**src/common/bridgePkg.sv**
```systemverilog
// ========================================================================
// bridge widths, APB address map, AHB and APB types, slave decode
// ========================================================================
`default_nettype none

package bridgePkg;

	localparam int addrWidth = 32;
	localparam int dataWidth = 32;
	localparam int selWidth = 3;                                // one select line per APB slave

	localparam logic [addrWidth-1:0] slaveBase = 32'h8000_0000;
	localparam logic [addrWidth-1:0] slaveWindow = 32'h0400_0000; // 64 MB for each slave
	localparam int windowBits = $clog2(slaveWindow);

	typedef enum logic [1:0] {
		transIdle = 2'b00,
		transBusy = 2'b01,
		transNonseq = 2'b10,
		transSeq = 2'b11
	} htransType;

	typedef enum logic [2:0] {
		stIdle = 3'b000,
		stWwait = 3'b001,
		stRead = 3'b010,
		stWrite = 3'b011,
		stWriteP = 3'b100,
		stREnable = 3'b101,
		stWEnable = 3'b110,
		stWEnableP = 3'b111
	} bridgeState;

	typedef struct packed {
		logic [addrWidth-1:0] addr;
		logic write;
		logic [dataWidth-1:0] wdata;
	} ahbPhase;

	typedef struct packed {
		logic [addrWidth-1:0] paddr;
		logic [dataWidth-1:0] pwdata;
		logic pwrite;
		logic penable;
		logic [selWidth-1:0] psel;
	} apbBus;

	// one-hot window select, all zero outside the map
	function automatic logic [selWidth-1:0] decodeSel(input logic [addrWidth-1:0] addr);
		logic [addrWidth-1:0] offset;
		logic [selWidth-1:0] sel;
		offset = addr - slaveBase;                              // below the base this wraps far above the map
		sel = '0;
		for (int i = 0; i < selWidth; i++)
		begin
			if ((offset >> windowBits) == i)
				sel[i] = 1'b1;
		end
		return sel;
	endfunction

endpackage

`default_nettype wire

```
**src/source/ahbSlaveInterface.sv**
```systemverilog
// ========================================================================
// AHB slave side: address decode, transfer qualification, phase assembly
// ========================================================================
`timescale 1ns/100ps
`default_nettype none

module ahbSlaveInterface (
	input wire logic Hclk,
	input wire logic Hresetn,
	input wire logic [bridgePkg::addrWidth-1:0] Haddr,
	input wire logic [bridgePkg::dataWidth-1:0] Hwdata,
	input wire logic Hwrite,
	input wire logic Hreadyin,
	input wire bridgePkg::htransType Htrans,
	output bridgePkg::ahbPhase curPhase,
	output logic valid,
	output logic [bridgePkg::selWidth-1:0] tempSel
);

	logic activeTrans;
	logic wrDataPhase;

	// ====================================================================
	// address phase decode
	// ====================================================================

	assign tempSel = bridgePkg::decodeSel(Haddr);

	assign activeTrans = (Htrans == bridgePkg::transNonseq) ||
		(Htrans == bridgePkg::transSeq);                         // idle and busy carry no transfer

	assign valid = Hreadyin && activeTrans && (|tempSel);

	// ====================================================================
	// data phase tracking
	// ====================================================================

	// set while the bus carries the data beat of an accepted write
	always_ff @(posedge Hclk)
	begin
		if (!Hresetn)
			wrDataPhase <= 1'b0;
		else if (Hreadyin)
			wrDataPhase <= valid && Hwrite;                     // held through a stalled data phase
	end

	always_comb
	begin
		curPhase.addr = Haddr;
		curPhase.write = Hwrite;
		curPhase.wdata = wrDataPhase ? Hwdata : '0;            // only real write data goes downstream
	end

endmodule

`default_nettype wire

```
**src/source/transferPipe.sv**
```systemverilog
// ========================================================================
// two-stage transfer pipeline behind the AHB slave interface
// ========================================================================
`timescale 1ns/100ps
`default_nettype none

module transferPipe (
	input wire logic Hclk,
	input wire logic Hresetn,
	input wire logic Hreadyin,
	input wire bridgePkg::ahbPhase curPhase,
	output bridgePkg::ahbPhase pipe1,
	output bridgePkg::ahbPhase pipe2,
	output logic writeReg
);

	// stage one follows the address bus, so a held address phase is captured again
	// each cycle; its write flag is kept only for a phase the bus actually accepts
	always_ff @(posedge Hclk)
	begin
		if (!Hresetn)
		begin
			pipe1 <= '0;
			pipe2 <= '0;
		end
		else
		begin
			pipe1.addr <= curPhase.addr;
			pipe1.write <= curPhase.write && Hreadyin;
			if (Hreadyin)
				pipe1.wdata <= curPhase.wdata;                  // last completed data beat

			pipe2.addr <= pipe1.addr;
			pipe2.write <= pipe1.write;
			pipe2.wdata <= curPhase.wdata;                      // data arrives one cycle after its address
		end
	end

	assign writeReg = pipe1.write;

endmodule

`default_nettype wire

```
**src/apbController/apbController.sv**
```systemverilog
// ========================================================================
// APB state machine: setup and enable sequencing, Hreadyout stall
// ========================================================================
`timescale 1ns/100ps
`default_nettype none

module apbController (
	input wire logic Hclk,
	input wire logic Hresetn,
	input wire logic valid,
	input wire logic Hwrite,
	input wire logic writeReg,
	input wire logic [bridgePkg::addrWidth-1:0] curAddr,
	input wire bridgePkg::ahbPhase pipe1,
	input wire bridgePkg::ahbPhase pipe2,
	input wire logic [bridgePkg::dataWidth-1:0] Hwdata,
	input wire logic [bridgePkg::selWidth-1:0] tempSel,
	output bridgePkg::apbBus apbOut,
	output logic Hreadyout
);

	bridgePkg::bridgeState state;
	bridgePkg::bridgeState nextState;
	bridgePkg::apbBus nextApb;
	logic nextReady;

	// request fields of one APB setup cycle
	function automatic bridgePkg::apbBus setupPhase(
		input logic [bridgePkg::addrWidth-1:0] addr,
		input logic [bridgePkg::dataWidth-1:0] data,
		input logic write,
		input logic [bridgePkg::selWidth-1:0] sel
	);
		bridgePkg::apbBus bus;
		bus.paddr = addr;
		bus.pwdata = data;
		bus.pwrite = write;
		bus.penable = 1'b0;
		bus.psel = sel;
		return bus;
	endfunction

	// ====================================================================
	// next state and next outputs
	// ====================================================================

	always_comb
	begin
		nextState = state;
		nextApb = apbOut;
		nextReady = Hreadyout;

		case (state)
			// APB bus free, the bridge can accept a new address phase
			bridgePkg::stIdle,
			bridgePkg::stREnable,
			bridgePkg::stWEnable:
			begin
				nextApb.psel = '0;
				nextApb.penable = 1'b0;
				nextReady = 1'b1;
				if (valid && Hwrite)
					nextState = bridgePkg::stWwait;             // write data comes next cycle
				else if (valid)
				begin
					nextState = bridgePkg::stRead;
					nextApb = setupPhase(curAddr, apbOut.pwdata, 1'b0, tempSel);
					nextReady = 1'b0;
				end
				else
					nextState = bridgePkg::stIdle;
			end

			bridgePkg::stWwait:
			begin
				nextApb = setupPhase(pipe1.addr, Hwdata, 1'b1,
					bridgePkg::decodeSel(pipe1.addr));
				nextReady = 1'b0;
				if (valid)
					nextState = bridgePkg::stWriteP;            // another phase accepted behind this write
				else
					nextState = bridgePkg::stWrite;
			end

			bridgePkg::stRead:
			begin
				nextApb.penable = 1'b1;
				nextReady = 1'b1;                               // read data returns in the enable cycle
				nextState = bridgePkg::stREnable;
			end

			bridgePkg::stWrite:
			begin
				nextApb.penable = 1'b1;
				nextReady = 1'b1;
				if (valid)
					nextState = bridgePkg::stWEnableP;
				else
					nextState = bridgePkg::stWEnable;
			end

			bridgePkg::stWriteP:
			begin
				nextApb.penable = 1'b1;
				nextReady = writeReg;                           // a pending read keeps the master waiting
				nextState = bridgePkg::stWEnableP;
			end

			// the pending transfer sits in stage two and starts right after this enable
			bridgePkg::stWEnableP:
			begin
				nextApb = setupPhase(pipe2.addr, pipe2.wdata, pipe2.write,
					bridgePkg::decodeSel(pipe2.addr));
				nextReady = 1'b0;
				if (!pipe2.write)
					nextState = bridgePkg::stRead;
				else if (valid)
					nextState = bridgePkg::stWriteP;
				else
					nextState = bridgePkg::stWrite;
			end

			default:
			begin
				nextApb.psel = '0;
				nextApb.penable = 1'b0;
				nextReady = 1'b1;
				nextState = bridgePkg::stIdle;
			end
		endcase
	end

	// ====================================================================
	// state and output registers
	// ====================================================================

	always_ff @(posedge Hclk)
	begin
		if (!Hresetn)
		begin
			state <= bridgePkg::stIdle;
			apbOut <= '0;
			Hreadyout <= 1'b1;
		end
		else
		begin
			state <= nextState;
			apbOut <= nextApb;
			Hreadyout <= nextReady;
		end
	end

endmodule

`default_nettype wire

```
**src/source/ahbApbBridge.sv**
```systemverilog
// ========================================================================
// AHB-Lite to APB bridge top level
// ========================================================================
`timescale 1ns/100ps
`default_nettype none

module ahbApbBridge (
	input wire logic Hclk,
	input wire logic Hresetn,
	input wire logic [bridgePkg::addrWidth-1:0] Haddr,
	input wire logic [bridgePkg::dataWidth-1:0] Hwdata,
	input wire logic Hwrite,
	input wire logic Hreadyin,
	input wire bridgePkg::htransType Htrans,
	input wire logic [bridgePkg::dataWidth-1:0] Prdata,
	output logic [bridgePkg::dataWidth-1:0] Hrdata,
	output logic Hreadyout,
	output bridgePkg::apbBus apbOut
);

	bridgePkg::ahbPhase curPhase;
	bridgePkg::ahbPhase pipe1;
	bridgePkg::ahbPhase pipe2;
	logic valid;
	logic writeReg;
	logic [bridgePkg::selWidth-1:0] tempSel;

	ahbSlaveInterface slaveIf (
		.Hclk(Hclk),
		.Hresetn(Hresetn),
		.Haddr(Haddr),
		.Hwdata(Hwdata),
		.Hwrite(Hwrite),
		.Hreadyin(Hreadyin),
		.Htrans(Htrans),
		.curPhase(curPhase),
		.valid(valid),
		.tempSel(tempSel)
	);

	transferPipe pipe (
		.Hclk(Hclk),
		.Hresetn(Hresetn),
		.Hreadyin(Hreadyin),
		.curPhase(curPhase),
		.pipe1(pipe1),
		.pipe2(pipe2),
		.writeReg(writeReg)
	);

	apbController ctrl (
		.Hclk(Hclk),
		.Hresetn(Hresetn),
		.valid(valid),
		.Hwrite(curPhase.write),
		.writeReg(writeReg),
		.curAddr(curPhase.addr),
		.pipe1(pipe1),
		.pipe2(pipe2),
		.Hwdata(curPhase.wdata),
		.tempSel(tempSel),
		.apbOut(apbOut),
		.Hreadyout(Hreadyout)
	);

	assign Hrdata = Prdata;                                     // sampled by the master in the enable cycle

endmodule

`default_nettype wire

```
**config.mk**
```make
export PLATFORM = sky130hd
export DESIGN_NAME = ahbApbBridge
export DESIGN_NICKNAME = d
export VERILOG_FILES = /design/src/common/bridgePkg.sv /design/src/source/ahbSlaveInterface.sv /design/src/source/transferPipe.sv /design/src/apbController/apbController.sv /design/src/source/ahbApbBridge.sv
export SDC_FILE = /design/constraint.sdc
export NUM_CORES = 1
export LEC_CHECK = 0
export BUFFER_PORTS_ARGS = -buffer_cell sky130_fd_sc_hd__buf_4
export CORE_MARGIN = 5
export CORE_UTILIZATION = 45
export CTS_BUF_LIST = sky130_fd_sc_hd__clkbuf_16
export CTS_CLUSTER_SIZE = 12
export DETAILED_ROUTE_END_ITERATION = 16
export PLACE_DENSITY = 0.71
export SLEW_MARGIN = 10
export SYNTH_ARGS = -nofsm -noshare
export SYNTH_HDL_FRONTEND = slang
export SYNTH_SLANG_ARGS = --single-unit
```
**constraint.sdc**
```tcl
create_clock -name Hclk -period 3.1 [get_ports Hclk]
set_input_delay 0.155 -clock Hclk [delete_from_list [all_inputs] [get_ports Hclk]]
set_output_delay 0.155 -clock Hclk [all_outputs]
set_load 0.01 [all_outputs]
```
# ---- After elaboration in Yosys (flattened, before gate mapping)
# Cells that the tools add are included.
# Widths: inputs -> output; s select.
dict set report op_classes {
  n_lt_le_gt_ge 0
  add_sub_neg 3
  muxes 24
  shift 0
  n_eq_ne 17
  bitwise_logic 1
  multipliers 0
  n_div 0
  n_reduce_logical 18
}
# operator n
set ops {}
lappend ops {{$pmux 65 s3} 1}
lappend ops {{$mux 69} 2}
lappend ops {{$logic_not 32->1} 3}
lappend ops {{$sub 32x32->32 const B} 3}
lappend ops {{$mux 32} 1}
lappend ops {{$eq 6x1->1 const B} 3}
lappend ops {{$eq 6x2->1 const B} 3}
lappend ops {{$pmux 3 s6} 1}
lappend ops {{$eq 3x3->1 const B} 4}
lappend ops {{$mux 1} 12}
lappend ops {{$mux 3} 3}
lappend ops {{$pmux 3 s3} 1}
lappend ops {{$reduce_or 3->1} 3}
lappend ops {{$eq 3x2->1 const B} 2}
lappend ops {{$eq 2x2->1 const B} 2}
lappend ops {{$logic_and 1x1->1} 4}
lappend ops {{$ne 2x2->1 const B} 2}
lappend ops {{$pmux 1 s4} 1}
lappend ops {{$reduce_or 2->1} 2}
lappend ops {{$eq 3x1->1 const B} 1}
lappend ops {{$logic_not 3->1} 1}
lappend ops {{$pmux 1 s3} 1}
lappend ops {{$reduce_and 3->1} 1}
lappend ops {{$reduce_bool 3->1} 1}
lappend ops {{5 further kinds} 5}
dict set report totals {
  rom_bits 0
  reg_bits 172
  ramBits 0
  mem_count 0
  output_inout_bits 102
  latch_bits 0
}

# ---- Depth between registers and ports, before layout
# Gate-level depths: netlist of run 1.
dict set report logic_depth {
  word_depth 8
  ltp_mapped 8
}

# ---- Modules after synthesis
# A second synthesis of run 1 with hierarchy kept.
dict set report unflattened {
  hier_cells 806
  hier_area_um2 8192.9
}
# mod area_each_um2 cells_each instances seq_area_each_um2
set by_module_without_submodules {}
lappend by_module_without_submodules {transferPipe 3883.7 311 1 2602.5}
lappend by_module_without_submodules {apbController 3513.4 384 1 1461.4}
lappend by_module_without_submodules {ahbSlaveInterface 555.5 79 1 20.0}
lappend by_module_without_submodules {ahbApbBridge 240.2 32 1 0.0}

# ---- Least setup slack after synthesis of run 1
# Ideal clock, no wire load.
dict set report synth_timing {
  path_type {reg-to-reg}
  start {register ctrl.state[2]}
  end {register, netlist name ctrl.apbOut[52]}
  stages_incl_launch_ff 8
  t_arrival_ps 1548
  setup_slack_ps 1465
  path_buffers 3
  setup_time_ps 87
  path_cell_list {dfxtp_1 -> buf_2 -> and3_4 -> buf_4 -> clkbuf_1 -> a22o_1 -> a31oi_1 -> a221oi_2}
}
dict set report synth_between {
  elab_chain_len 4
}
# item line
set synth_rtl {}
lappend synth_rtl {{start: declaration} apbController.sv:22} ;# bridgePkg::bridgeState state;
lappend synth_rtl {{start signal: assignment} apbController.sv:141} ;# state <= bridgePkg::stIdle;
lappend synth_rtl {{start signal: assignment} apbController.sv:147} ;# state <= nextState;
lappend synth_rtl {{$eq 3x3->1 / $logic_not 3->1 (equally long branches)} apbController.sv:53} ;# case (state)
lappend synth_rtl {{$reduce_or 3->1} apbController.sv:53}
lappend synth_rtl {{$ne 2x2->1 (no line) / $reduce_bool 3->1 (equally long branches)} -}
lappend synth_rtl {{$reduce_and 3->1 (no line)} -}
# Several ways; a longest one is shown, not always the timed one.
# A chain may end at the register's enable or synchronous reset.

# ---- Worst setup path after layout of run 1
dict set report layout_timing {
  start {register ctrl.state[1]}
  end {register, netlist name ctrl.apbOut[43]}
}
dict set report layout_between {
  elab_chain_len 4
}
# item line
set layout_rtl {}
lappend layout_rtl {{$eq 3x3->1 / $logic_not 3->1 (equally long branches)} apbController.sv:53}
lappend layout_rtl {{$reduce_or 3->1} apbController.sv:53}
lappend layout_rtl {{$ne 2x2->1 (no line) / $reduce_bool 3->1 (equally long branches)} -}
lappend layout_rtl {{$reduce_and 3->1 (no line)} -}
# Several ways; a longest one is shown, not always the timed one.

==> flow_metrics.tcl, run 1 <==
set metrics [dict create \
    multiInputGateArea_um2 2700 \
    grt_use_met1 0.260 \
    num_vias 5735 \
    grt.busiest_layer "met2" \
    initial_core_util 0.459 \
    start_kind "flip-flop" \
    use_met3 0.0771 \
    synth.yosys.seq_area_share 0.514 \
    vdd_drop_max_v 0.000663 \
    ff_latch_area_um2 3440 \
    p_per_area_nw_per_um2 716 \
    timing_worst_setup_path_type "flip-flop to flip-flop" \
    slew_headroom 0.289 \
    synth.avg_cell_area_um2 10.0 \
    status "completed" \
    dr.pass1.iters 5 \
    synth_top_area_cell "dfxtp_1" \
    ctsResizeCount 0 \
    synthMuxAreaShare 0.00150 \
    die_width_um 132 \
    cts_tree "yes" \
    numClockSinks 172 \
    yosysUniqueCellTypes 53 \
    cp-end-kind "flip-flop" \
    die-area_um2 17400 \
    clk_latency_ns 0.42 \
    post-route-cell-area_um2 8770 \
    gp_congestion 0.874 \
    reg2reg_depth 4 \
    routed_wl_um 18400 \
    synthCells 669 \
    dp_cells 912 \
    syn-cell-area_um2 6700 \
    leakagePower_nw 3.56 \
    synth.area.top_cells "dfxtp_1 51%, and2_1 6.2%, a32oi_1 4.6%" \
    ys.warnings.count 0 \
    grt_pass1_wl_um 30600 \
    r2r-end "ctrl.apbOut[43]" \
    track_usage 0.211 \
    antenna_cells 0 \
    fillers 1216 \
    dp.final_hpwl_um 11400 \
    setup_viol_count_final 0 \
    whs_path_depth 3 \
    fmax_ghz 0.436 \
    synth_top_family_by_area "compound AO/OA/AOI/OAI gates" \
    clockBufferDepth 2 \
    htreeDepth 4 \
    hold_viol_final 0 \
    slew_violations 0 \
    postLayoutCoreUtil 0.601 \
    holdPathEnd "ctrl.apbOut[1]" \
    grt_pass1_vias 5949 \
    cp.required_ns 3.41 \
    drt_iter0_drc 343 \
    overflow 0 \
    clock-skew-final_ns 0.00702 \
    drive_above_1_share 0.251 \
    areaGrowthSynthToFinish_pct 31.0 \
    cts_buffers 17 \
    worstPathMaxFanout 28 \
    ys_ff_latch 172 \
    use_met2 0.341 \
    die_y_um 132 \
    synth-compound-area-share 0.224 \
    r2r-start "ctrl.state[1]" \
    post-route-period-util 0.739 \
    hold_start "Haddr[26]" \
    final_nets 913 \
    syn_nets 771 \
    root_buffer "clkbuf_16" \
    rsz0062_at_grt "no" \
    io_buffers 138 \
    r2r_setup_slack_ns 0.81 \
    tightestPinTransition_ns 1.07 \
    placedInstanceArea_um2 7570 \
    synth_top_area_share 0.514 \
    synth_fa_ha_area_frac 0 \
    critical_path_arrival_ns 2.60 \
    min_path_type "input port to flip-flop" \
    pre_cts_slack_ns 0.808 \
    synth-xor-area-share 0.00131 \
    vias_per_cell 5.69 \
    antenna_found_initial 0 \
    wl_per_cell_um 18.3 \
    fin_ws_ns 0.808 \
    fp-row-count 44 \
    tns_ns 0 \
    finalNonFillerCells 1008 \
    ios 204 \
    clkTransAtPathRegs_ns 0.06 \
    yosys.area_share.simple 0.176 \
    fin_crit_ns 2.29 \
    drc_errors 0 \
    grt_max_degree 67 \
    drv_cap 0 \
    ant_nets 0 \
    core-area_um2 14600 \
]
==> layout make-up <==
| cell class | count | area share |
|---|---|---|
| Inverter | 8 | 0.00342 |
| Multi-Input combinational cell | 396 | 0.307 |
| Clock buffer | 17 | 0.0485 |
| Tap cell | 184 | 0.0262 |
| Clock inverter | 15 | 0.0160 |
| Timing Repair Buffer | 216 | 0.206 |
| Sequential cell | 172 | 0.393 |
==> worst max-delay path: stages, from the launching register on <==
cell	delay (ns)
dfxtp_1	0.73
xor2_1	0.25
a21o_1	0.21
nand2_2	0.49
a221oi_1	0.48
==> layer usage <==
metal / vias to the layer above / part of all wire
met4: 0 / 0.019
met3: 42 / 0.088
met5: - / 0
met1: 2771 / 0.42
li1: 2684 / -
met2: 238 / 0.48
==> cell usage after synthesis, drive strengths merged <==
library cell	count
dfxtp	172
and2	66
buf	57
nand2	41
clkbuf	36
nor2	36
a21oi	35
a32oi	35
and3	35
a31oi	30
a22o	29
a221oi	28
nand3	9
o21ai	9
inv	8
a21o	4
nor3	4
nor4b	4
o22ai	4
a22oi	3
nand2b	2
nand4	2
nor4	2
a2111o	1
a21boi	1
a31o	1
and3b	1
mux2i	1
nand4bb	1
nor2b	1
nor3b	1
nor4bb	1
o211ai	1
o221a	1
o22a	1
o311a	1
o31ai	1
or2	1
or3	1
or3b	1
xor2	1
==> kinds of logic after synthesis <==
logic type,count (synthesis)
xor+xnor,1
mux,1
simple gates,209
buf+inv,101
compound gates,185
flops,172
==> worst max path at each step <==
stage / startpoint / endpoint / slack [ns] / cells past startpoint
4_1_cts: ctrl.state[1] / ctrl.apbOut[41] / 0.78 / 4
3_5_place_dp: ctrl.state[1] / ctrl.apbOut[41] / 0.81 / 4
3_3_place_gp: ctrl.state[1] / ctrl.apbOut[40] / 0.93 / 4
5_1_grt: ctrl.state[1] / ctrl.apbOut[41] / 0.57 / 4
2_1_floorplan: ctrl.state[2] / ctrl.apbOut[52] / 1.47 / 7
6_report: ctrl.state[1] / ctrl.apbOut[43] / 0.81 / 4
==> flip-flops by register name, summed over array words and instances (netlist names) <==
register / cells
ctrl.Hreadyout: 1
ctrl.state: 3
pipe.writeReg: 1
ctrl.apbOut: 69
slaveIf.wrDataPhase: 1
pipe.pipe2: 65
pipe.pipe1: 32
==> per-stage QoR <==
stage / hold slack (ns) / power (W)
final: 0.0711 / 0.00628
after CTS: 0.0431 / 0.00633
after global placement: 0.310 / 0.00417
after floorplan: 0.277 / 0.00362
after detailed placement: 0.310 / 0.00421
after global routing: 0.0506 / 0.00661
==> repair_timing <==
item                                   in CTS  in global routing
endpoints found under the hold margin      63                  0
buffers inserted                            0                  0
hold buffers                               64                  0
==> layout by cell type (no fill, tap or decap), types with 2 or more instances in the layout <==
master,instances
inv_1,11
a22oi_1,3
a221oi_1,8
a31oi_1,30
dlygate4sd3_1,64
bufinv_16,3
a21o_1,4
nand3_1,9
nand2_1,40
and2_1,66
dfxtp_1,171
a32oi_1,35
nor3_1,3
buf_4,150
a221oi_2,20
and3_1,34
nor4b_1,4
a21oi_1,35
o22ai_1,4
nand4_1,2
clkinv_1,6
clkbuf_16,17
buf_12,2
a22o_1,29
o21ai_0,7
nand2b_1,2
nor2_1,35
==> power by group <==
group	internal (W)	switching (W)	total [W]	leakage, nW
registers	0.00246	0.000199	0.00266	1.41
clock network	0.00124	0.000814	0.00205	0.287
logic	0.000712	0.000864	0.00158	1.87
total	0.00440	0.00188	0.00628	3.56
Note: power is estimated with default switching activity, not from simulation.
==> inputs of run 2 (changes only) <==
--- a/config.mk
+++ b/config.mk
@@ -11,7 +11,7 @@
 export CTS_BUF_LIST = sky130_fd_sc_hd__clkbuf_16
 export CTS_CLUSTER_SIZE = 12
 export DETAILED_ROUTE_END_ITERATION = 16
-export PLACE_DENSITY = 0.71
+export PLACE_DENSITY = 0.74
 export SLEW_MARGIN = 10
 export SYNTH_ARGS = -nofsm -noshare
 export SYNTH_HDL_FRONTEND = slang
==> constraint.sdc (replaced) <==
create_clock -name Hclk -period 2.02 [get_ports Hclk]
set_input_delay 0.101 -clock Hclk [delete_from_list [all_inputs] [get_ports Hclk]]
set_output_delay 0.101 -clock Hclk [all_outputs]
set_load 0.01 [all_outputs]
==> run 2 against run 1 <==
- worst setup slack worse by 0.73 ns
- non-clock buffer count increased by 14
- combinational power grew 62%
- largest power group unchanged
- cell count is 1.4% higher
- critical path depth increased by 4
- register-to-register slack lost 0.61 ns
- wire length up 0.95%
==> flow_metrics.tcl, run 2 (synthesis gave the netlist of run 1 again) <==
set metrics [dict create \
    track_usage 0.210 \
    post-route-cell-area_um2 8900 \
    largest_reg_flops 69 \
    cp.required_ns 2.36 \
    io_buffers 138 \
    final_cell_mix "171 x dfxtp_1, 163 x buf_4, 66 x and2_1" \
    grt_max_degree 53 \
    clockBufferDepth 2 \
    worstPathMaxFanout 11 \
    placedInstanceArea_um2 7660 \
    dp.final_hpwl_um 11900 \
    cts_tree "yes" \
    drc_errors 0 \
    antenna_found_initial 0 \
    gp_congestion 0.869 \
    timing_worst_setup_path_type "input port to flip-flop" \
    rsz0062_at_grt "no" \
    status "completed" \
    fin_crit_ns 1.94 \
    clkTransAtPathRegs_ns 0.06 \
    drive_above_1_share 0.268 \
    ant_nets 0 \
    start_kind "input port" \
    overflow 0 \
    p_per_area_nw_per_um2 1100 \
    cts_buffers 17 \
    crit_buf_inv 4 \
    initial_core_util 0.459 \
    post-route-period-util 0.959 \
    die_width_um 132 \
    root_buffer "clkbuf_16" \
    numClockSinks 172 \
    layout_commonest_cell "dfxtp_1" \
    grt_pass1_wl_um 30400 \
    min_path_type "input port to flip-flop" \
    dr.pass1.iters 5 \
    core-area_um2 14600 \
    ios 204 \
    r2r_setup_slack_ns 0.20 \
    slowest_stage "dlygate4sd3_1" \
    fmax_ghz 0.516 \
    areaGrowthSynthToFinish_pct 32.9 \
    routed_wl_um 18600 \
    antenna_cells 0 \
    reg_top3 "ctrl.apbOut: 69 flops, pipe.pipe2: 65 flops, pipe.pipe1: 32 flops" \
    max_stage_delay_ns 0.53 \
    setup_viol_count_final 0 \
    drt_iter0_drc 446 \
    slew_headroom 0.635 \
    clock-skew-final_ns 0.00875 \
    post_cts.repair.setup_buffers 0 \
    fp-row-count 44 \
    grt_pass1_vias 5951 \
    vdd_drop_max_v 0.000637 \
    path_delay_family "buffers and inverters" \
    final_nets 927 \
    tightestPinTransition_ns 0.548 \
    path_common_cell "buf_4" \
    num_vias 5827 \
    clk_latency_ns 0.42 \
    vias_per_cell 5.70 \
    htreeDepth 4 \
    die_y_um 132 \
    leakagePower_nw 3.62 \
    drv_cap 0 \
    crit_chain "dlygate4sd3_1, buf_4, nand4bb_2, buf_4, nor4_4, buf_4, a32oi_1, a221oi_2" \
    hold_viol_final 0 \
    tns_ns 0 \
    slew_violations 0 \
    largest-register "ctrl.apbOut" \
    cp-end-kind "flip-flop" \
    die-area_um2 17400 \
    critical_path_arrival_ns 2.27 \
    wl_per_cell_um 18.2 \
]
[run 2: cell count changes in the layout (fill, tap and decap cells not counted)]
cell           change
clkinv_1           -1
nand4bb_2          +1
clkinvlp_4         +1
inv_1              -3
clkinv_4           +1
clkinv_2           +1
buf_4             +13
nand4bb_1          -1
inv_6              +1
dlygate4sd3_1      +1
[run 2: cell type report]
cell class                      count  area (um2)
Clock buffer                       17         425
Clock inverter                     15         155
Fill cell                        1125        5690
Inverter                            8        30.0
Multi-Input combinational cell    396        2700
Sequential cell                   172        3440
Tap cell                          184         230
Timing Repair Buffer              230        1910
[run 2: worst paths after layout]
path	start	endpoint	cells past startpoint
worst max-delay path	Haddr[29]	ctrl.apbOut[64]	8
worst min-delay path	Hreadyin	slaveIf.wrDataPhase	3
worst max register to register	ctrl.state[0]	ctrl.apbOut[44]	6
worst min register to register	ctrl.apbOut[15]	ctrl.apbOut[15]	2
[run 2: timing repair]
action / 4_1_cts / 5_1_grt
setup endpoints to repair: 0 / 8
gates resized for setup: 0 / 1
hold buffers: 65 / 0
endpoints found under the hold margin: 91 / 0
[run 2: worst min-delay path, stage by stage]
cell	delay, ns
buf_4	0.10
o22ai_1	0.07
and2_1	0.15
[run 2: where the power goes]
| group | internal, W | switching, W | leakage, nW | total, W |
|---|---|---|---|---|
| Combinational | 0.00115 | 0.00141 | 1.94 | 0.00256 |
| Sequential | 0.00377 | 0.000236 | 1.41 | 0.00401 |
| Clock | 0.00192 | 0.00130 | 0.282 | 0.00321 |
| Total | 0.00684 | 0.00294 | 3.62 | 0.00978 |
[run 2: stage by stage]
step	hold WS, ns	util	instances	total power [W]	setup WS (ns)
final	0.0391	0.610	1022	0.00978	0.0827
after global routing	0.0235	0.610	1022	0.0103	0.0131
after CTS	0.0130	0.610	1022	0.00983	0.0299
after detailed placement	0.202	0.525	925	0.00651	0.150
after global placement	0.202	0.525	925	0.00644	0.229
after floorplan	0.223	-	669	0.00556	0.385
[run 2: routing by layer]
layer / part of all wire / vias up / GRT usage
met4: 0.017 / 0 / 0.0737
met2: 0.47 / 268 / 0.328
met5: 0 / - / 0
met3: 0.098 / 47 / 0.0870
li1: - / 2713 / -
met1: 0.42 / 2799 / 0.261
==> inputs of run 3 (changes only) <==
--- a/config.mk
+++ b/config.mk
@@ -8,7 +8,6 @@
 export BUFFER_PORTS_ARGS = -buffer_cell sky130_fd_sc_hd__buf_4
 export CORE_MARGIN = 5
 export CORE_UTILIZATION = 45
-export CTS_BUF_LIST = sky130_fd_sc_hd__clkbuf_16
 export CTS_CLUSTER_SIZE = 12
 export DETAILED_ROUTE_END_ITERATION = 16
 export PLACE_DENSITY = 0.74
==> run 3 against run 2 <==
- non-clock buffer count unchanged
- power up 2.1%
- critical path type unchanged
- critical path depth unchanged
- via count up 0.24%
==> flow_metrics.tcl, run 3 (synthesis gave the netlist of run 1 again) <==
set metrics [dict create \
    fillers 1107 \
    slowest_stage "dlygate4sd3_1" \
    post-route-period-util 0.957 \
    hold_start "Haddr[27]" \
    clkTransAtPathRegs_ns 0.06 \
    grt_pass1_vias 5972 \
    max_stage_delay_ns 0.53 \
    drc_errors 0 \
    ff_latch_area_um2 3440 \
    clk_latency_ns 0.43 \
    layout_commonest_cell "dfxtp_1" \
    io_buffers 138 \
    vias_per_cell 5.71 \
    root_buffer "clkbuf_16" \
    antenna_found_initial 0 \
    slew_headroom 0.638 \
    status "completed" \
    start_kind "input port" \
    r2r_setup_slack_ns 0.20 \
    areaGrowthSynthToFinish_pct 33.7 \
    die-area_um2 17400 \
    critical_path_arrival_ns 2.27 \
    cts_tree "yes" \
    timing_worst_setup_path_type "input port to flip-flop" \
    cp.required_ns 2.35 \
    multiInputGateArea_um2 2700 \
    dp_cells 925 \
    dr.pass1.iters 5 \
    tns_ns 0 \
    ant_nets 0 \
    routed_wl_um 18700 \
    vdd_drop_max_v 0.000635 \
    p_per_area_nw_per_um2 1120 \
    post_cts.repair.setup_buffers 0 \
    numClockSinks 172 \
    drv_cap 0 \
    largest_reg_flops 69 \
    fp-row-count 44 \
    final_nets 927 \
    worstPathMaxFanout 11 \
    drt_iter0_drc 497 \
    whs_path_depth 3 \
    grt_max_degree 53 \
    path_common_cell "buf_4" \
    min_path_type "input port to flip-flop" \
    reg_top3 "ctrl.apbOut: 69 flops, pipe.pipe2: 65 flops, pipe.pipe1: 32 flops" \
    crit_chain "dlygate4sd3_1, buf_4, nand4bb_2, buf_4, nor4_4, buf_4, a32oi_1, a221oi_2" \
    setup_viol_count_final 0 \
    overflow 0 \
    wl_per_cell_um 18.2 \
    r2r-end "ctrl.apbOut[43]" \
    final_cell_mix "171 x dfxtp_1, 163 x buf_4, 66 x and2_1" \
    finalNonFillerCells 1023 \
    die_y_um 132 \
    dp.final_hpwl_um 11900 \
    hold_viol_final 0 \
    leakagePower_nw 3.65 \
    track_usage 0.211 \
    fin_hold_ws_ns 0.0368 \
    drive_above_1_share 0.274 \
    cts_buffers 17 \
    clockBufferDepth 2 \
    slew_violations 0 \
    fin_crit_ns 1.93 \
    fmax_ghz 0.517 \
    initial_core_util 0.459 \
    ios 204 \
    clock-skew-final_ns 0.0116 \
    rsz0062_at_grt "no" \
    tightestPinTransition_ns 0.543 \
    num_vias 5841 \
    htreeDepth 4 \
    power_w 0.00998 \
    fin_ws_ns 0.0860 \
    holdPathEnd "pipe.pipe1[60]" \
    largest-register "ctrl.apbOut" \
    grt_pass1_wl_um 30400 \
    gp_congestion 0.869 \
    r2r-start "ctrl.state[0]" \
    cp-end-kind "flip-flop" \
    die_width_um 132 \
    pre_cts_slack_ns 0.150 \
    core-area_um2 14600 \
    reg2reg_depth 6 \
]
## run 3: cell count changes in the layout (fill, tap and decap cells not counted), sizes merged
| cell | before | now |
|---|---|---|
| inv | 10 | 9 |
| diode | 0 | 1 |
| clkbuf | 17 | 23 |
| clkinv | 8 | 3 |
## run 3: per-stage QoR
stage,utilization,cell area [um2]
CTS,0.613,8950
detailed placement,0.525,7660
global route,0.614,8950
floorplan,-,6700
global placement,0.525,7660
finish,0.614,8950
## run 3: cell type report
class	count	area share
antenna	1	0.000279
clock buffer	23	0.0556
clock inverter	9	0.0148
inverter	8	0.00335
multi-input combinational	396	0.302
sequential	172	0.385
tap	184	0.0257
timing repair buffer	230	0.214
## run 3: how the worst max path moves through the flow
stage / startpoint / to / slack [ns] / cells past startpoint
after floorplan: ctrl.state[2] / ctrl.apbOut[52] / 0.39 / 7
after global placement: Haddr[29] / ctrl.apbOut[64] / 0.23 / 7
final: Haddr[29] / ctrl.apbOut[64] / 0.09 / 8
after CTS: Haddr[29] / ctrl.apbOut[64] / 0.03 / 8
after detailed placement: Haddr[29] / ctrl.apbOut[64] / 0.15 / 7
after global routing: Haddr[29] / ctrl.apbOut[64] / 0.01 / 8
## run 3: worst max-delay path: cells and delay by family
family / cells / cell delay (ns)
AOI/OAI and AO/OA: 2 / 0.44
and+or+nand+nor: 2 / 0.60
buffers and inverters: 4 / 1.12
## run 3: report_power, final
| group | leakage [nW] | switching (W) | internal [W] | total, W |
|---|---|---|---|---|
| Clock | 0.306 | 0.00131 | 0.00211 | 0.00342 |
| Sequential | 1.41 | 0.000239 | 0.00377 | 0.00401 |
| Combinational | 1.94 | 0.00141 | 0.00115 | 0.00256 |
## run 3: timing repair
action | 4_1_cts | 5_1_grt
gates resized for setup | 0 | 1
hold endpoints to repair | 90 | 0
hold buffers | 65 | 0
setup endpoints to repair | 0 | 10
## run 3: layer usage
| metal | up-vias | wire (um) | global-route usage |
|---|---|---|---|
| met3 | 42 | 1840 | 0.0859 |
| met4 | 0 | 346 | 0.0771 |
| met5 | - | 0 | 0 |
| met1 | 2810 | 7700 | 0.260 |
| met2 | 277 | 8770 | 0.332 |
| li1 | 2712 | - | - |
